--- config.mk ---
export PLATFORM = sky130hd
export DESIGN_NAME = usb_host_packet_top
export DESIGN_NICKNAME = d
export VERILOG_FILES = /design/src/source/usb_host_pkg.sv /design/src/source/usb_tx_request.sv /design/src/source/usb_pkt_encoder.sv /design/src/source/usb_tx_stream.sv /design/src/source/usb_pkt_decoder.sv /design/src/source/usb_host_packet_top.sv
export SDC_FILE = /design/constraint.sdc
export NUM_CORES = 1
export LEC_CHECK = 0
export BUFFER_PORTS_ARGS = -buffer_cell sky130_fd_sc_hd__buf_2
export CORE_MARGIN = 2
export CORE_UTILIZATION = 50
export DETAILED_ROUTE_END_ITERATION = 16
export GPL_TIMING_DRIVEN = 0
export PLACE_DENSITY = 0.7
export SYNTH_ARGS = -nofsm -noshare
export SYNTH_HDL_FRONTEND = slang
export SYNTH_SLANG_ARGS = --single-unit
--- constraint.sdc ---
create_clock -name clock -period 3.48 [get_ports clock]
set_clock_uncertainty 0.1 [all_clocks]
set_input_delay 0.696 -clock clock [delete_from_list [all_inputs] [get_ports clock]]
set_output_delay 0.696 -clock clock [all_outputs]
set_load 0.05 [all_outputs]
--- src/source/usb_host_pkg.sv ---
package usb_host_pkg;

  // Two-bit PID type, shared by all packet groups
  typedef logic [1:0] pid_type_t;

  // Token types
  localparam pid_type_t TOK_OUT   = 2'b00;
  localparam pid_type_t TOK_SOF   = 2'b01;
  localparam pid_type_t TOK_IN    = 2'b10;
  localparam pid_type_t TOK_SETUP = 2'b11;

  // Handshake types
  localparam pid_type_t HSK_ACK = 2'b00;
  localparam pid_type_t HSK_NAK = 2'b10;

  // Data types
  localparam pid_type_t DATA0 = 2'b00;
  localparam pid_type_t DATA1 = 2'b10;

  // Low group of the PID nibble, selects the packet group
  localparam logic [1:0] PID_TOKEN_LOW = 2'b01;
  localparam logic [1:0] PID_HSK_LOW   = 2'b10;
  localparam logic [1:0] PID_DATA_LOW  = 2'b11;

  typedef enum logic [1:0] {
    KIND_NONE  = 2'd0,
    KIND_TOKEN = 2'd1,
    KIND_HSK   = 2'd2,
    KIND_DATA  = 2'd3
  } pkt_kind_t;

  // Token payload, least significant field first on the wire
  typedef union packed {
    struct packed {
      logic [4:0] crc5;
      logic [3:0] endp;
      logic [6:0] addr;
    } ep;
    struct packed {
      logic [4:0]  crc5;
      logic [10:0] frame;
    } frm;
  } token_payload_u;

  // Residual of a good data packet, in the bit-reflected register form
  localparam logic [15:0] CRC16_RESIDUAL = 16'hB001;

  // CRC5 over the 11 token bits, returned ready to place in the payload
  function automatic logic [4:0] usb_crc5(input logic [10:0] data);
    logic [4:0] crc;
    crc = 5'h1f;
    for (int i = 0; i < 11; i++) begin
      if (crc[0] ^ data[i]) begin
        crc = (crc >> 1) ^ 5'h14;
      end else begin
        crc = crc >> 1;
      end
    end
    return ~crc;
  endfunction

  // One byte step of CRC16, LSB first, x^16 + x^15 + x^2 + 1 reflected
  function automatic logic [15:0] usb_crc16(input logic [15:0] crc, input logic [7:0] data);
    logic [15:0] c;
    c = crc;
    for (int i = 0; i < 8; i++) begin
      if (c[0] ^ data[i]) begin
        c = (c >> 1) ^ 16'hA001;
      end else begin
        c = c >> 1;
      end
    end
    return c;
  endfunction

endpackage

--- src/source/usb_tx_request.sv ---
module usb_tx_request
  import usb_host_pkg::*;
(
  input  logic           clock,
  input  logic           arst_n_i,
  input  logic           tok_send_i,
  input  pid_type_t      tok_type_i,
  input  token_payload_u tok_payload_i,
  input  logic           hsk_send_i,
  input  pid_type_t      hsk_type_i,
  input  logic           dat_send_i,
  input  pid_type_t      dat_type_i,
  input  logic           enc_finished_i,
  output pkt_kind_t      req_kind_o,
  output pid_type_t      req_type_o,
  output token_payload_u req_payload_o,
  output logic           busy_o,
  output logic           done_o
);

  token_payload_u tok_crc;

  // CRC5 always covers the low 11 bits, the SOF frame view spans them all
  always_comb begin
    tok_crc = tok_payload_i;
    tok_crc.frm.crc5 = usb_crc5(tok_payload_i.frm.frame);
  end

  always_ff @(posedge clock or negedge arst_n_i) begin
    if (!arst_n_i) begin
      busy_o     <= 1'b0;
      done_o     <= 1'b0;
      req_kind_o <= KIND_NONE;
    end else begin
      done_o <= busy_o && enc_finished_i;
      if (!busy_o) begin
        // Token wins over handshake, handshake over data
        if (tok_send_i) begin
          busy_o     <= 1'b1;
          req_kind_o <= KIND_TOKEN;
        end else if (hsk_send_i) begin
          busy_o     <= 1'b1;
          req_kind_o <= KIND_HSK;
        end else if (dat_send_i) begin
          busy_o     <= 1'b1;
          req_kind_o <= KIND_DATA;
        end
      end else if (enc_finished_i) begin
        busy_o     <= 1'b0;
        req_kind_o <= KIND_NONE;
      end
    end
  end

  always_ff @(posedge clock) begin
    if (!busy_o) begin
      if (tok_send_i) begin
        req_type_o    <= tok_type_i;
        req_payload_o <= tok_crc;
      end else if (hsk_send_i) begin
        req_type_o <= hsk_type_i;
      end else if (dat_send_i) begin
        req_type_o <= dat_type_i;
      end
    end
  end

endmodule

--- src/source/usb_pkt_encoder.sv ---
module usb_pkt_encoder
  import usb_host_pkg::*;
#(
  parameter int MAX_DATA_BYTES = 64
) (
  input  logic           clock,
  input  logic           arst_n_i,
  input  pkt_kind_t      req_kind_i,
  input  pid_type_t      req_type_i,
  input  token_payload_u req_payload_i,
  input  logic           busy_i,
  input  logic           dat_valid_i,
  input  logic           dat_last_i,
  input  logic [7:0]     dat_data_i,
  input  logic           enc_ready_i,
  output logic           dat_ready_o,
  output logic           enc_valid_o,
  output logic           enc_last_o,
  output logic [7:0]     enc_data_o,
  output logic           enc_finished_o
);

  localparam int CNT_W = $clog2(MAX_DATA_BYTES + 1);
  localparam logic [CNT_W-1:0] CNT_LAST = CNT_W'(MAX_DATA_BYTES - 1);

  localparam logic [2:0] ST_IDLE   = 3'd0;
  localparam logic [2:0] ST_PID    = 3'd1;
  localparam logic [2:0] ST_TOK_LO = 3'd2;
  localparam logic [2:0] ST_TOK_HI = 3'd3;
  localparam logic [2:0] ST_DATA   = 3'd4;
  localparam logic [2:0] ST_CRC_LO = 3'd5;
  localparam logic [2:0] ST_CRC_HI = 3'd6;
  localparam logic [2:0] ST_FLUSH  = 3'd7;

  logic [2:0]       state_q;
  logic [15:0]      crc_q;
  logic [CNT_W-1:0] count_q;
  logic [1:0]       low_grp;
  logic [3:0]       pid_lo;
  logic             xfer;

  always_comb begin
    case (req_kind_i)
      KIND_TOKEN: low_grp = PID_TOKEN_LOW;
      KIND_DATA:  low_grp = PID_DATA_LOW;
      default:    low_grp = PID_HSK_LOW;
    endcase
  end

  assign pid_lo = {req_type_i, low_grp};
  assign xfer   = enc_valid_o && enc_ready_i;

  // Last byte sits in the output register while flushing, ready means it leaves
  assign enc_finished_o = (state_q == ST_FLUSH) && enc_ready_i;

  always_comb begin
    enc_valid_o = 1'b0;
    enc_last_o  = 1'b0;
    enc_data_o  = 8'h00;
    dat_ready_o = 1'b0;
    case (state_q)
      ST_PID: begin
        enc_valid_o = 1'b1;
        enc_last_o  = (req_kind_i == KIND_HSK);
        enc_data_o  = {~pid_lo, pid_lo};
      end
      ST_TOK_LO: begin
        enc_valid_o = 1'b1;
        enc_data_o  = req_payload_i[7:0];
      end
      ST_TOK_HI: begin
        enc_valid_o = 1'b1;
        enc_last_o  = 1'b1;
        enc_data_o  = req_payload_i[15:8];
      end
      ST_DATA: begin
        enc_valid_o = dat_valid_i;
        enc_data_o  = dat_data_i;
        dat_ready_o = enc_ready_i;
      end
      ST_CRC_LO: begin
        enc_valid_o = 1'b1;
        enc_data_o  = ~crc_q[7:0];
      end
      ST_CRC_HI: begin
        enc_valid_o = 1'b1;
        enc_last_o  = 1'b1;
        enc_data_o  = ~crc_q[15:8];
      end
      default: enc_valid_o = 1'b0;
    endcase
  end

  always_ff @(posedge clock or negedge arst_n_i) begin
    if (!arst_n_i) begin
      state_q <= ST_IDLE;
      count_q <= '0;
    end else begin
      case (state_q)
        ST_IDLE: begin
          if (busy_i) begin
            state_q <= ST_PID;
          end
        end
        ST_PID: begin
          count_q <= '0;
          if (xfer) begin
            case (req_kind_i)
              KIND_TOKEN: state_q <= ST_TOK_LO;
              KIND_DATA:  state_q <= ST_DATA;
              default:    state_q <= ST_FLUSH;
            endcase
          end
        end
        ST_TOK_LO: if (xfer) state_q <= ST_TOK_HI;
        ST_TOK_HI: if (xfer) state_q <= ST_FLUSH;
        ST_DATA: begin
          if (xfer) begin
            count_q <= count_q + 1'b1;
            if (dat_last_i || count_q == CNT_LAST) begin
              state_q <= ST_CRC_LO;
            end
          end
        end
        ST_CRC_LO: if (xfer) state_q <= ST_CRC_HI;
        ST_CRC_HI: if (xfer) state_q <= ST_FLUSH;
        default: if (enc_finished_o) state_q <= ST_IDLE;
      endcase
    end
  end

  always_ff @(posedge clock) begin
    if (state_q == ST_PID) begin
      crc_q <= 16'hFFFF;
    end else if (state_q == ST_DATA && xfer) begin
      crc_q <= usb_crc16(crc_q, dat_data_i);
    end
  end

endmodule

--- src/source/usb_tx_stream.sv ---
module usb_tx_stream (
  input  logic       clock,
  input  logic       arst_n_i,
  input  logic       enc_valid_i,
  input  logic       enc_last_i,
  input  logic [7:0] enc_data_i,
  input  logic       tx_ready_i,
  output logic       enc_ready_o,
  output logic       tx_valid_o,
  output logic       tx_last_o,
  output logic [7:0] tx_data_o
);

  // Space is free when the register is empty or its byte leaves this cycle
  assign enc_ready_o = !tx_valid_o || tx_ready_i;

  always_ff @(posedge clock or negedge arst_n_i) begin
    if (!arst_n_i) begin
      tx_valid_o <= 1'b0;
    end else if (enc_ready_o) begin
      tx_valid_o <= enc_valid_i;
    end
  end

  // Byte and last flag hold while the sink stalls
  always_ff @(posedge clock) begin
    if (enc_ready_o && enc_valid_i) begin
      tx_last_o <= enc_last_i;
      tx_data_o <= enc_data_i;
    end
  end

endmodule

--- src/source/usb_pkt_decoder.sv ---
module usb_pkt_decoder
  import usb_host_pkg::*;
#(
  parameter int MAX_DATA_BYTES = 64
) (
  input  logic           clock,
  input  logic           arst_n_i,
  input  logic           rx_valid_i,
  input  logic           rx_last_i,
  input  logic [7:0]     rx_data_i,
  output logic           tok_recv_o,
  output pid_type_t      tok_type_o,
  output token_payload_u tok_payload_o,
  output logic           hsk_recv_o,
  output pid_type_t      hsk_type_o,
  output logic           dat_recv_o,
  output pid_type_t      dat_type_o,
  output logic           out_valid_o,
  output logic           out_last_o,
  output logic [7:0]     out_data_o,
  output logic           usb_sof_o,
  output logic           crc_err_o
);

  // Bytes after the PID saturate beyond the longest legal packet
  localparam int CNT_W = $clog2(MAX_DATA_BYTES + 4);
  localparam logic [CNT_W-1:0] LEN_MAX = CNT_W'(MAX_DATA_BYTES + 1);
  localparam logic [CNT_W-1:0] LEN_SAT = {CNT_W{1'b1}};

  logic             first_q;
  pkt_kind_t        kind_q;
  pid_type_t        type_q;
  logic [7:0]       tok_lo_q;
  logic [15:0]      crc_q;
  logic [CNT_W-1:0] len_q;
  logic [7:0]       sh0_q;
  logic [7:0]       sh1_q;

  pkt_kind_t      pid_kind;
  pkt_kind_t      cur_kind;
  pid_type_t      cur_type;
  token_payload_u tok_word;
  logic [15:0]    crc_next;
  logic           tok_good;
  logic           dat_good;
  logic           pkt_good;
  logic           fwd;

  always_comb begin
    pid_kind = KIND_NONE;
    if (rx_data_i[7:4] == ~rx_data_i[3:0]) begin
      case (rx_data_i[1:0])
        PID_TOKEN_LOW: pid_kind = KIND_TOKEN;
        // ACK, NAK, DATA0 and DATA1 all have type bit 0 clear
        PID_HSK_LOW:  pid_kind = rx_data_i[2] ? KIND_NONE : KIND_HSK;
        PID_DATA_LOW: pid_kind = rx_data_i[2] ? KIND_NONE : KIND_DATA;
        default:      pid_kind = KIND_NONE;
      endcase
    end
  end

  assign cur_kind = first_q ? pid_kind : kind_q;
  assign cur_type = first_q ? rx_data_i[3:2] : type_q;
  assign tok_word = {rx_data_i, tok_lo_q};
  assign crc_next = usb_crc16(crc_q, rx_data_i);

  assign tok_good = !first_q && len_q == CNT_W'(1) &&
                    usb_crc5(tok_word.frm.frame) == tok_word.frm.crc5;
  assign dat_good = !first_q && len_q >= CNT_W'(2) && len_q <= LEN_MAX &&
                    crc_next == CRC16_RESIDUAL;

  always_comb begin
    case (cur_kind)
      KIND_TOKEN: pkt_good = tok_good;
      KIND_HSK:   pkt_good = first_q;
      KIND_DATA:  pkt_good = dat_good;
      default:    pkt_good = 1'b0;
    endcase
  end

  // Two bytes held back so the CRC16 never reaches the out stream
  assign fwd = !first_q && kind_q == KIND_DATA && len_q >= CNT_W'(2) && len_q <= LEN_MAX;

  always_ff @(posedge clock or negedge arst_n_i) begin
    if (!arst_n_i) begin
      first_q <= 1'b1;
      kind_q  <= KIND_NONE;
      len_q   <= '0;
    end else if (rx_valid_i) begin
      first_q <= rx_last_i;
      if (first_q) begin
        kind_q <= pid_kind;
        len_q  <= '0;
      end else if (len_q != LEN_SAT) begin
        len_q <= len_q + 1'b1;
      end
    end
  end

  always_ff @(posedge clock) begin
    if (rx_valid_i) begin
      if (first_q) begin
        type_q <= rx_data_i[3:2];
        crc_q  <= 16'hFFFF;
      end else begin
        crc_q <= crc_next;
        sh0_q <= rx_data_i;
        sh1_q <= sh0_q;
      end
      if (!first_q && len_q == '0) begin
        tok_lo_q <= rx_data_i;
      end
    end
  end

  always_ff @(posedge clock or negedge arst_n_i) begin
    if (!arst_n_i) begin
      tok_recv_o  <= 1'b0;
      hsk_recv_o  <= 1'b0;
      dat_recv_o  <= 1'b0;
      usb_sof_o   <= 1'b0;
      crc_err_o   <= 1'b0;
      out_valid_o <= 1'b0;
    end else begin
      out_valid_o <= rx_valid_i && fwd;
      tok_recv_o  <= rx_valid_i && rx_last_i && pkt_good && cur_kind == KIND_TOKEN;
      hsk_recv_o  <= rx_valid_i && rx_last_i && pkt_good && cur_kind == KIND_HSK;
      dat_recv_o  <= rx_valid_i && rx_last_i && pkt_good && cur_kind == KIND_DATA;
      usb_sof_o   <= rx_valid_i && rx_last_i && pkt_good && cur_kind == KIND_TOKEN &&
                     cur_type == TOK_SOF;
      crc_err_o   <= rx_valid_i && rx_last_i && !pkt_good;
    end
  end

  // Report fields load together with their pulse
  always_ff @(posedge clock) begin
    if (rx_valid_i && fwd) begin
      out_data_o <= sh1_q;
      out_last_o <= rx_last_i;
    end
    if (rx_valid_i && rx_last_i && pkt_good) begin
      case (cur_kind)
        KIND_TOKEN: begin
          tok_type_o    <= cur_type;
          tok_payload_o <= tok_word;
        end
        KIND_HSK:  hsk_type_o <= cur_type;
        KIND_DATA: dat_type_o <= cur_type;
        default: ;
      endcase
    end
  end

endmodule

--- src/source/usb_host_packet_top.sv ---
module usb_host_packet_top
  import usb_host_pkg::*;
#(
  parameter int MAX_DATA_BYTES = 64
) (
  input  logic           clock,
  input  logic           arst_n_i,
  input  logic           tok_send_i,
  input  pid_type_t      tok_type_i,
  input  token_payload_u tok_payload_i,
  input  logic           hsk_send_i,
  input  pid_type_t      hsk_type_i,
  input  logic           dat_send_i,
  input  pid_type_t      dat_type_i,
  input  logic           dat_valid_i,
  input  logic           dat_last_i,
  input  logic [7:0]     dat_data_i,
  input  logic           tx_ready_i,
  input  logic           rx_valid_i,
  input  logic           rx_last_i,
  input  logic [7:0]     rx_data_i,
  output logic           busy_o,
  output logic           done_o,
  output logic           dat_ready_o,
  output logic           tx_valid_o,
  output logic           tx_last_o,
  output logic [7:0]     tx_data_o,
  output logic           tok_recv_o,
  output pid_type_t      tok_type_o,
  output token_payload_u tok_payload_o,
  output logic           hsk_recv_o,
  output pid_type_t      hsk_type_o,
  output logic           dat_recv_o,
  output pid_type_t      dat_type_o,
  output logic           out_valid_o,
  output logic           out_last_o,
  output logic [7:0]     out_data_o,
  output logic           usb_sof_o,
  output logic           crc_err_o
);

  pkt_kind_t      req_kind;
  pid_type_t      req_type;
  token_payload_u req_payload;
  logic           enc_finished;
  logic           enc_valid;
  logic           enc_last;
  logic [7:0]     enc_data;
  logic           enc_ready;

  usb_tx_request u_tx_request (
    .clock          (clock),
    .arst_n_i       (arst_n_i),
    .tok_send_i     (tok_send_i),
    .tok_type_i     (tok_type_i),
    .tok_payload_i  (tok_payload_i),
    .hsk_send_i     (hsk_send_i),
    .hsk_type_i     (hsk_type_i),
    .dat_send_i     (dat_send_i),
    .dat_type_i     (dat_type_i),
    .enc_finished_i (enc_finished),
    .req_kind_o     (req_kind),
    .req_type_o     (req_type),
    .req_payload_o  (req_payload),
    .busy_o         (busy_o),
    .done_o         (done_o)
  );

  usb_pkt_encoder #(
    .MAX_DATA_BYTES (MAX_DATA_BYTES)
  ) u_pkt_encoder (
    .clock          (clock),
    .arst_n_i       (arst_n_i),
    .req_kind_i     (req_kind),
    .req_type_i     (req_type),
    .req_payload_i  (req_payload),
    .busy_i         (busy_o),
    .dat_valid_i    (dat_valid_i),
    .dat_last_i     (dat_last_i),
    .dat_data_i     (dat_data_i),
    .enc_ready_i    (enc_ready),
    .dat_ready_o    (dat_ready_o),
    .enc_valid_o    (enc_valid),
    .enc_last_o     (enc_last),
    .enc_data_o     (enc_data),
    .enc_finished_o (enc_finished)
  );

  usb_tx_stream u_tx_stream (
    .clock       (clock),
    .arst_n_i    (arst_n_i),
    .enc_valid_i (enc_valid),
    .enc_last_i  (enc_last),
    .enc_data_i  (enc_data),
    .tx_ready_i  (tx_ready_i),
    .enc_ready_o (enc_ready),
    .tx_valid_o  (tx_valid_o),
    .tx_last_o   (tx_last_o),
    .tx_data_o   (tx_data_o)
  );

  usb_pkt_decoder #(
    .MAX_DATA_BYTES (MAX_DATA_BYTES)
  ) u_pkt_decoder (
    .clock         (clock),
    .arst_n_i      (arst_n_i),
    .rx_valid_i    (rx_valid_i),
    .rx_last_i     (rx_last_i),
    .rx_data_i     (rx_data_i),
    .tok_recv_o    (tok_recv_o),
    .tok_type_o    (tok_type_o),
    .tok_payload_o (tok_payload_o),
    .hsk_recv_o    (hsk_recv_o),
    .hsk_type_o    (hsk_type_o),
    .dat_recv_o    (dat_recv_o),
    .dat_type_o    (dat_type_o),
    .out_valid_o   (out_valid_o),
    .out_last_o    (out_last_o),
    .out_data_o    (out_data_o),
    .usb_sof_o     (usb_sof_o),
    .crc_err_o     (crc_err_o)
  );

endmodule

==> metrics.yaml, run 1 <==
placed_design:
  pre_cts_ws_ns: -0.536
  io_buffers: 92
  gp_congestion: 0.853
  hpwl_um: 10100
  dpl.cell_count: 814
logic_synthesis:
  syn_area_per_cell_um2: 12.3
  yosysMostFrequentCell: "edfxtp_1"
  syn_nets: 599
  yosysSeqAreaShare: 0.608
  synth_cell_types: 66
  ys_ff_latch: 147
  async_flop_share: 0.211
  synth_top_area_cell: "edfxtp_1"
  syn_inst: 546
  synth_enable_flop_cells: 100
  dominantRegCellSynth: "edfxtp_1"
  synthTopCellsByArea: "edfxtp_1 45%, dfrtp_1 11%, xnor2_1 9.4%"
  ys_warn_count: 0
  synth_area_mm2: 0.00674
  synthTopCellsByCount: "100 x edfxtp_1, 72 x xnor2_1, 40 x nand2_1"
  synth.top_cell.area_share: 0.446
power_and_ir_drop:
  power_frac_comb: 0.332
  seq_power_share: 0.383
  p_leak_nw: 3.09
  vdd_drop_max_mv: 0.413
  switching_power_mw: 2.22
  clkPwrFrac: 0.285
  p_int_mw: 4.24
  power_switching_share: 0.344
  pwr_density_cell_mw_per_mm2: 805
die:
  dieWidth_um: 120
  pin_count: 98
  rows: 42
  start_util: 0.511
  dieHeight_um: 120
  die_area_mm2: 0.0144
  design.core.area_mm2: 0.0132
grt:
  overflow: 0
  grt_max_degree: 32
  grt_pass1_vias: 4509
  track_usage: 0.208
  antenna_found_initial: 0
  grt_pass1_wl_um: 22900
detailed_routing:
  firstDrtPassIters: 5
  wl_per_cell_um: 16.9
  drc: 0
  vias: 4515
  drt_iter0_drc: 351
  drtAntennaViolNets: 0
  drt_wl_total_um: 14300
  via_per_inst: 5.34
hold_path:
  hp-class: "in2async"
sta:
  period_minus_slack_ns: 3.11
  fin_tns_setup_ns: 0
  tightest_slew_ns: 1.32
  fmax_mhz: 321
  fin_crit_sh: 0.894
  setup_violations: 0
  slew_headroom: 0.118
  hold_viol: 0
  drv_slew: 0
  hold_ws_ns: 0.233
  setup_slack_ns: 0.369
  rsz0062_at_grt: "no"
worst_setup_path:
  r2r-end: "u_pkt_decoder.tok_payload_o[4]$_DFFE_PP_"
  cp.required_ns: 3.42
  rrSetupSlack_ns: 0.37
  reg2regPathDepth: 7
  critPathMaxFanout: 19
  arrival_ns: 3.05
  endpoint_kind: "register"
  r2r-start: "u_pkt_decoder.tok_lo_q[4]$_DFFE_PP_"
  crit_type: "reg2reg"
  start_kind: "register"
cells_and_area:
  stdcell_count: 846
  diodes: 0
  final_nets: 710
  drive_above_1_share: 0.236
  areaGrowthSynthToFinish_pct: 19.1
cts:
  cts_buffer_depth: 2
  cts_setup_buffers: 0
  path_clk_slew_ns: 0.05
  cts_root_buf: "clkbuf_16"
  numCtsBuffers: 17
  cts_tree: "built"
  clk-insertion-delay-late_ns: 0.42
  cts.sinks: 147
  htreeDepth: 4
  hold_buffers: 0
run_status:
  status: "completed"
job:
  cap_violations: 0
## worst max-delay path by stage
stage,startpoint,end,depth (start not counted)
2_1_floorplan,rx_data_i[2],u_pkt_decoder.tok_payload_o[0]$_DFFE_PP_,8
3_3_place_gp,rx_valid_i,u_pkt_decoder.out_data_o[2]$_DFFE_PP_,5
3_5_place_dp,rx_valid_i,u_pkt_decoder.out_data_o[2]$_DFFE_PP_,5
4_1_cts,rx_data_i[0],u_pkt_decoder.dat_type_o[0]$_DFFE_PP_,8
5_1_grt,u_pkt_decoder.tok_lo_q[4]$_DFFE_PP_,u_pkt_decoder.tok_payload_o[1]$_DFFE_PP_,7
6_report,u_pkt_decoder.tok_lo_q[4]$_DFFE_PP_,u_pkt_decoder.tok_payload_o[4]$_DFFE_PP_,7
## power by group through the flow
stage | Clock (mW) | Combinational (mW) | Sequential (mW)
floorplan | 0 | 1.43 | 2.69
global placement | 0 | 2.07 | 2.49
detailed placement | 0 | 2.12 | 2.50
CTS | 1.86 | 2.14 | 2.47
global route | 1.93 | 2.34 | 2.51
finish | 1.84 | 2.15 | 2.47
## final cells by class
class	instances	area [µm²]
Inverter	16	60.1
Clock inverter	9	128
Tap cell	176	220
Timing Repair Buffer	92	460
Multi-Input combinational cell	363	2480
Clock buffer	23	468
Fill cell	1026	5160
Sequential cell	147	4100
Buffer	20	110
## layer usage
layer / GRT usage / vias up / wire length (µm)
met2: 0.324 / 131 / 6870
met1: 0.289 / 2209 / 6640
met3: 0.0490 / 13 / 647
met4: 0.0662 / 0 / 164
met5: 0 / - / 0
li1: - / 2162 / -
## kinds of logic (layout without fill, tap and decap cells)
group / after synthesis / in the layout / share of synthesized area
compound gates: 85 / 85 / 0.0815
simple gates: 164 / 164 / 0.125
buf+inv: 36 / 160 / 0.0252
xor+xnor: 94 / 94 / 0.125
flops: 147 / 147 / 0.608
mux: 15 / 15 / 0.0249
fa+ha+maj: 5 / 5 / 0.00928
## flip-flops by register name, summed over array words and instances, names as in the netlist, 3 cells and up
signal                       cells
u_pkt_decoder.len_q              7
u_pkt_decoder.crc_q             16
u_pkt_encoder.crc_q             16
u_pkt_decoder.tok_payload_o     16
u_tx_request.req_payload_o      16
u_pkt_decoder.out_data_o         8
u_pkt_encoder.count_q            7
u_pkt_decoder.tok_lo_q           8
u_pkt_encoder.state_q            3
u_tx_stream.tx_data_o            8
u_pkt_decoder.sh1_q              8
u_pkt_decoder.sh0_q              8
## critical path, stage by stage, from the launching register on
cell and delay, ns:
edfxtp_1 0.44, xnor2_1 0.39, xnor2_1 0.15, xor2_1 0.17, or3_2 0.47, a21oi_2 0.18
nand2_1 0.09, nor2_2 0.73
## cell usage in the layout (no fill, tap or decap), types with 7 or more instances in the layout
| cell type | Yosys | final |
|---|---|---|
| xnor2_1 | 72 | 72 |
| nor2b_1 | 8 | 7 |
| o21ai_0 | 19 | 19 |
| nor3_1 | 16 | 16 |
| clkbuf_1 | 15 | 19 |
| nand2b_1 | 9 | 9 |
| nand3_1 | 15 | 15 |
| buf_2 | 0 | 92 |
| dfrtp_1 | 30 | 30 |
| a21oi_1 | 30 | 30 |
| nor2_1 | 39 | 38 |
| inv_1 | 16 | 16 |
| clkbuf_16 | 0 | 17 |
| edfxtp_1 | 100 | 100 |
| dfxtp_1 | 16 | 16 |
| mux2i_1 | 10 | 10 |
| nand2_1 | 40 | 40 |
| xor2_1 | 19 | 19 |
## through the flow
step	total power, mW	util	area (µm²)
CTS	6.47	0.608	8020
global placement	4.56	0.563	7420
floorplan	4.12	-	6740
detailed placement	4.62	0.563	7420
global route	6.78	0.609	8030
finish	6.46	0.609	8030
## repair_timing
action                                  4_1_cts  5_1_grt
resized for setup                             1        1
endpoints found under the setup margin        9        2
hold endpoints to repair                      0        0
No activity file was read; power rests on OpenSTA's default activity.
==> inputs of run 2 (changes only) <==
Settings changed: CTS_BUF_LIST from default to sky130_fd_sc_hd__clkbuf_4 sky130_fd_sc_hd__clkbuf_8.
==> metrics.yaml, run 2 (synthesis gave the netlist of run 1 again) <==
worst_setup_path:
  r2r-start: "u_pkt_decoder.tok_lo_q[4]$_DFFE_PP_"  # unchanged
  r2r-end: "u_pkt_decoder.dat_type_o[1]$_DFFE_PP_"  # was u_pkt_decoder.tok_payload_o[4]$_DFFE_PP_
  startpoint: "rx_data_i[0]"  # was u_pkt_decoder.tok_lo_q[4]$_DFFE_PP_
  crit_type: "in2reg"  # was reg2reg
  rrSetupSlack_ns: 0.33  # was 0.37 ns
  endpoint: "u_pkt_decoder.dat_type_o[1]$_DFFE_PP_"  # was u_pkt_decoder.tok_payload_o[4]$_DFFE_PP_
  critPathMaxFanout: 8  # was 19
  reg2regPathDepth: 7  # unchanged
  arrival_ns: 3.24  # was 3.05 ns
  cp.required_ns: 3.46  # was 3.42 ns
  start_kind: "primary input"  # was register
  endpoint_kind: "register"  # unchanged
sta:
  tightest_slew_ns: 1.30  # was 1.32 ns
  fmax_mhz: 306  # was 321 MHz
  setup_violations: 0  # unchanged
  slew_headroom: 0.130  # was 0.118
  drv_slew: 0  # unchanged
  rsz0062_at_grt: "no"  # unchanged
  hold_viol: 0  # unchanged
  period_minus_slack_ns: 3.26  # was 3.11 ns
  fin_crit_sh: 0.938  # was 0.894
placed_design:
  hpwl_um: 10100  # unchanged
  io_buffers: 92  # unchanged
  postPlaceCellArea_mm2: 0.00742  # unchanged
  dpl.cell_count: 814  # unchanged
  gp_congestion: 0.853  # unchanged
power_and_ir_drop:
  seq_power_share: 0.412  # was 0.383
  vdd_drop_max_mv: 0.376  # was 0.413 mV
  clkPwrFrac: 0.232  # was 0.285
  switching_power_mw: 2.15  # was 2.22 mW
  power_switching_share: 0.358  # was 0.344
  p_int_mw: 3.85  # was 4.24 mW
  pwr_density_cell_mw_per_mm2: 765  # was 805 mW/mm²
  power_frac_comb: 0.357  # was 0.332
  p_leak_nw: 3.01  # was 3.09 nW
detailed_routing:
  wl_per_cell_um: 16.6  # was 16.9 µm
  firstDrtPassIters: 5  # unchanged
  vias: 4517  # was 4515
  via_per_inst: 5.34  # about the same
  drt_wl_total_um: 14000  # was 14300 µm
  drt_iter0_drc: 346  # was 351
  drtAntennaViolNets: 0  # unchanged
  drc: 0  # unchanged
cts:
  cts.sinks: 147  # unchanged
  numCtsBuffers: 17  # unchanged
  htreeDepth: 4  # unchanged
  path_clk_slew_ns: 0.07  # was 0.05 ns
  hold_buffers: 0  # unchanged
  cts_root_buf: "clkbuf_8"  # was clkbuf_16
  cts_setup_buffers: 0  # unchanged
  cts_tree: "built"  # unchanged
  clk-insertion-delay-late_ns: 0.46  # was 0.42 ns
  cts_buffer_depth: 2  # unchanged
hold_path:
  hp-class: "in2async"  # unchanged
die:
  rows: 42  # unchanged
  dieHeight_um: 120  # unchanged
  start_util: 0.511  # unchanged
  design.core.area_mm2: 0.0132  # unchanged
  pin_count: 98  # unchanged
  dieWidth_um: 120  # unchanged
  die_area_mm2: 0.0144  # unchanged
cells_and_area:
  finalInstanceArea_mm2: 0.00785  # was 0.00803 mm²
  layout_common_cells: "100 x edfxtp_1, 92 x buf_2, 72 x xnor2_1"  # unchanged
  final_nets: 710  # unchanged
  stdcell_count: 846  # unchanged
  areaGrowthSynthToFinish_pct: 16.4  # was 19.1%
  layout_commonest_cell: "edfxtp_1"  # unchanged
  diodes: 0  # unchanged
  multiInputGateArea_mm2: 0.00247  # was 0.00248 mm²
  regArea_mm2: 0.00410  # unchanged
  drive_above_1_share: 0.240  # was 0.236
  fill_cells: 1041  # was 1026
grt:
  overflow: 0  # unchanged
  grt_pass1_vias: 4474  # was 4509
  antenna_found_initial: 0  # unchanged
  grt_pass1_wl_um: 22500  # was 22900 µm
  grt_max_degree: 32  # unchanged
  track_usage: 0.204  # was 0.208
job:
  cap_violations: 0  # unchanged
run_status:
  status: "completed"  # unchanged
-- run 2: cell counts in the layout (fill, tap and decap cells not counted) --
Identical to the previous run, type by type.
-- run 2: how the worst min path moves through the flow --
stage                                                 from                                     to  cells past startpoint
after global routing                              arst_n_i     u_pkt_decoder.len_q[1]$_DFFE_PN0P_                      1
after detailed placement  u_pkt_decoder.sh1_q[3]$_DFFE_PP_  u_pkt_decoder.out_data_o[3]$_DFFE_PP_                      0
after floorplan                                   arst_n_i      u_pkt_decoder.crc_err_o$_DFF_PN0_                      0
after global placement    u_pkt_decoder.sh0_q[7]$_DFFE_PP_       u_pkt_decoder.sh1_q[7]$_DFFE_PP_                      0
after CTS                                         arst_n_i     u_pkt_decoder.len_q[1]$_DFFE_PN0P_                      1
final                                             arst_n_i     u_pkt_decoder.tok_recv_o$_DFF_PN0_                      1
-- run 2: power by group through the flow --
stage	combinational (mW)	sequential [mW]	clock, mW
3_3_place_gp	2.07	2.49	0
3_5_place_dp	2.12	2.50	0
5_1_grt	2.33	2.50	1.48
6_report	2.14	2.47	1.39
4_1_cts	2.13	2.47	1.41
2_1_floorplan	1.43	2.69	0
-- run 2: layer usage --
| metal | GRT usage | up-vias | share of wire |
|---|---|---|---|
| li1 | - | 2162 | - |
| met1 | 0.284 | 2190 | 0.46 |
| met2 | 0.313 | 141 | 0.47 |
| met3 | 0.0394 | 24 | 0.047 |
| met4 | 0.0868 | 0 | 0.019 |
| met5 | 0 | - | 0 |
-- run 2: worst max-delay path, cell delays in order --
cell	delay, ns
buf_2	0.23
xnor2_1	0.14
nor4_4	0.42
a31oi_1	0.24
a2111o_1	0.40
o31ai_2	0.28
a21oi_2	0.10
nor4_1	0.74
-- run 2: metrics by stage --
step	TNS (ns)	power (mW)	hold WS, ns	setup slack [ns]	utilization
floorplan	0	4.12	0.300	0.344	-
global placement	-9.82	4.56	0.301	-0.449	0.563
detailed placement	-6.79	4.62	0.305	-0.536	0.563
CTS	0	6.01	0.217	0.217	0.595
global route	0	6.31	0.254	0.0639	0.595
finish	0	6.00	0.188	0.216	0.595
-- run 2: area by class of cell --
cell class / count / area share
Buffer: 20 / 0.0140
Tap cell: 176 / 0.0281
Inverter: 16 / 0.00766
Timing Repair Buffer: 92 / 0.0587
Multi-Input combinational cell: 363 / 0.315
Clock buffer: 23 / 0.0372
Clock inverter: 9 / 0.0163
Sequential cell: 147 / 0.523
-- run 2: timing repair --
action                     in CTS  in global routing
setup endpoints to repair       9                  0
hold endpoints to repair        0                  0
resized for setup               1                  0
==> inputs of run 3 (changes only) <==
Settings changed: CELL_PAD_IN_SITES_DETAIL_PLACEMENT from default to 1, CELL_PAD_IN_SITES_GLOBAL_PLACEMENT from default to 2, CORE_UTILIZATION 50 to 40, PLACE_DENSITY 0.7 to 0.81.
==> metrics.yaml, run 3 (synthesis gave the netlist of run 1 again) <==
die:
  dieWidth_um: 134  # was 120 µm
  rows: 47  # was 42
  dieHeight_um: 134  # was 120 µm
  pin_count: 98  # unchanged
  design.core.area_mm2: 0.0165  # was 0.0132 mm²
  die_area_mm2: 0.0179  # was 0.0144 mm²
  start_util: 0.408  # was 0.511
worst_setup_path:
  cp.required_ns: 3.48  # was 3.46 ns
  critPathMaxFanout: 8  # unchanged
  rrSetupSlack_ns: 0.35  # was 0.33 ns
  max_stage_delay_ns: 0.52  # was 0.74 ns
  endpoint_kind: "register"  # unchanged
  crit_type: "in2reg"  # unchanged
  r2r-start: "u_pkt_decoder.tok_lo_q[4]$_DFFE_PP_"  # unchanged
  cp_cell_sequence: "buf_2, xnor2_1, nor4_4, a31oi_2, a2111o_1, o31ai_2, a21oi_2, nor4_1"  # was buf_2, xnor2_1, nor4_4, a31oi_1, a2111o_1, o31ai_2, a21oi_2, nor4_1
  critPathSlowestCell: "nor4_1"  # unchanged
  cp_num_buf_inv: 1  # unchanged
  r2r-end: "u_pkt_decoder.tok_payload_o[13]$_DFFE_PP_"  # was u_pkt_decoder.dat_type_o[1]$_DFFE_PP_
  arrival_ns: 3.14  # was 3.24 ns
  path_delay_family: "compound AO/OA/AOI/OAI gates"  # was simple AND/OR/NAND/NOR gates
  start_kind: "primary input"  # unchanged
  reg2regPathDepth: 7  # unchanged
cells_and_area:
  layout_commonest_cell: "edfxtp_1"  # unchanged
  fill_cells: 1785  # was 1041
  post-route-util: 0.476  # was 0.595
  layout_common_cells: "100 x edfxtp_1, 92 x buf_2, 72 x xnor2_1"  # unchanged
  drive_above_1_share: 0.242  # was 0.240
  stdcell_count: 890  # was 846
  areaGrowthSynthToFinish_pct: 16.6  # was 16.4%
  regArea_mm2: 0.00410  # unchanged
  final_nets: 710  # unchanged
  multiInputGateArea_mm2: 0.00248  # was 0.00247 mm²
  diodes: 0  # unchanged
sta:
  fin_tns_setup_ns: 0  # unchanged
  slew_headroom: 0.309  # was 0.130
  tightest_slew_ns: 1.03  # was 1.30 ns
  setup_violations: 0  # unchanged
  hold_viol: 0  # unchanged
  fmax_mhz: 319  # was 306 MHz
  setup_slack_ns: 0.342  # was 0.216 ns
  rsz0062_at_grt: "no"  # unchanged
  fin_crit_sh: 0.902  # was 0.938
  hold_ws_ns: 0.218  # was 0.188 ns
  drv_slew: 0  # unchanged
  period_minus_slack_ns: 3.14  # was 3.26 ns
cts:
  cts.sinks: 147  # unchanged
  numCtsBuffers: 17  # unchanged
  hold_buffers: 0  # unchanged
  cts_tree: "built"  # unchanged
  cts_buffer_depth: 2  # unchanged
  path_clk_slew_ns: 0.09  # was 0.07 ns
  clk-insertion-delay-late_ns: 0.46  # about the same
  htreeDepth: 4  # unchanged
  cts_root_buf: "clkbuf_8"  # unchanged
placed_design:
  dpl.cell_count: 858  # was 814
  gp_congestion: 0.820  # was 0.853
  io_buffers: 92  # unchanged
  hpwl_um: 12400  # was 10100 µm
  pre_cts_ws_ns: -0.650  # was -0.536 ns
grt:
  grt_pass1_vias: 4902  # was 4474
  antenna_found_initial: 0  # unchanged
  track_usage: 0.199  # was 0.204
  grt_max_degree: 32  # unchanged
  overflow: 0  # unchanged
  grt_pass1_wl_um: 26900  # was 22500 µm
detailed_routing:
  drt_wl_total_um: 17000  # was 14000 µm
  drc: 0  # unchanged
  firstDrtPassIters: 4  # was 5
  vias: 4593  # was 4517
  drtAntennaViolNets: 0  # unchanged
  drt_iter0_drc: 228  # was 346
  wl_per_cell_um: 19.1  # was 16.6 µm
  via_per_inst: 5.16  # was 5.34
power_and_ir_drop:
  pwr_density_cell_mw_per_mm2: 759  # was 765 mW/mm²
  p_leak_nw: 2.99  # was 3.01 nW
  vdd_drop_max_mv: 0.446  # was 0.376 mV
run_status:
  status: "completed"  # unchanged
job:
  cap_violations: 0  # unchanged
hold_path:
  hp-class: "in2async"  # unchanged
run 3: per-stage QoR:
stage | power, mW | cell area, µm²
after detailed placement | 4.70 | 7480
final | 5.97 | 7860
after CTS | 6.02 | 7860
after global routing | 6.33 | 7860
after floorplan | 4.12 | 6740
after global placement | 4.64 | 7480
run 3: final cells by class:
type / instances / share of cell area
buffer: 20 / 0.0140
clock buffer: 17 / 0.0298
clock inverter: 15 / 0.0183
inverter: 16 / 0.00764
multi-input combinational: 363 / 0.315
sequential: 147 / 0.522
tap: 220 / 0.0350
timing repair buffer: 92 / 0.0586
run 3: how the worst max path moves through the flow:
| stage | cells past startpoint | startpoint | slack, ns | endpoint |
|---|---|---|---|---|
| floorplan | 8 | rx_data_i[2] | 0.34 | u_pkt_decoder.tok_payload_o[0]$_DFFE_PP_ |
| global placement | 5 | rx_valid_i | -0.43 | u_pkt_decoder.out_data_o[2]$_DFFE_PP_ |
| detailed placement | 5 | rx_valid_i | -0.65 | u_pkt_decoder.out_data_o[0]$_DFFE_PP_ |
| CTS | 7 | u_pkt_decoder.tok_lo_q[4]$_DFFE_PP_ | 0.33 | u_pkt_decoder.tok_payload_o[13]$_DFFE_PP_ |
| global route | 7 | u_pkt_decoder.tok_lo_q[4]$_DFFE_PP_ | 0.17 | u_pkt_decoder.tok_payload_o[13]$_DFFE_PP_ |
| finish | 8 | rx_data_i[0] | 0.34 | u_pkt_decoder.dat_type_o[0]$_DFFE_PP_ |
run 3: where the power goes:
group	internal [mW]	leakage [nW]	switching, mW
Sequential	2.26	1.46	0.208
Combinational	0.811	1.35	1.38
Clock	0.584	0.189	0.729
Total	3.66	2.99	2.31
run 3: worst register-to-register path, stage by stage (launching register included):
cell	delay [ns]
edfxtp_1	0.45
xnor2_1	0.40
xnor2_1	0.16
xor2_1	0.17
or3_2	0.47
a21oi_2	0.20
nand2_1	0.08
nor2_2	0.72
run 3: routing by layer:
metal,GRT usage,vias to the layer above,share of wire
li1,-,2166,-
met2,0.350,98,0.52
met1,0.234,2299,0.41
met3,0.0461,30,0.036
met5,0,-,0
met4,0.0816,0,0.025
run 3: what timing repair did:
item	4_1_cts	5_1_grt
setup endpoints to repair	27	0
buffers inserted	0	0
gates resized for setup	2	0
endpoints found under the hold margin	0	0
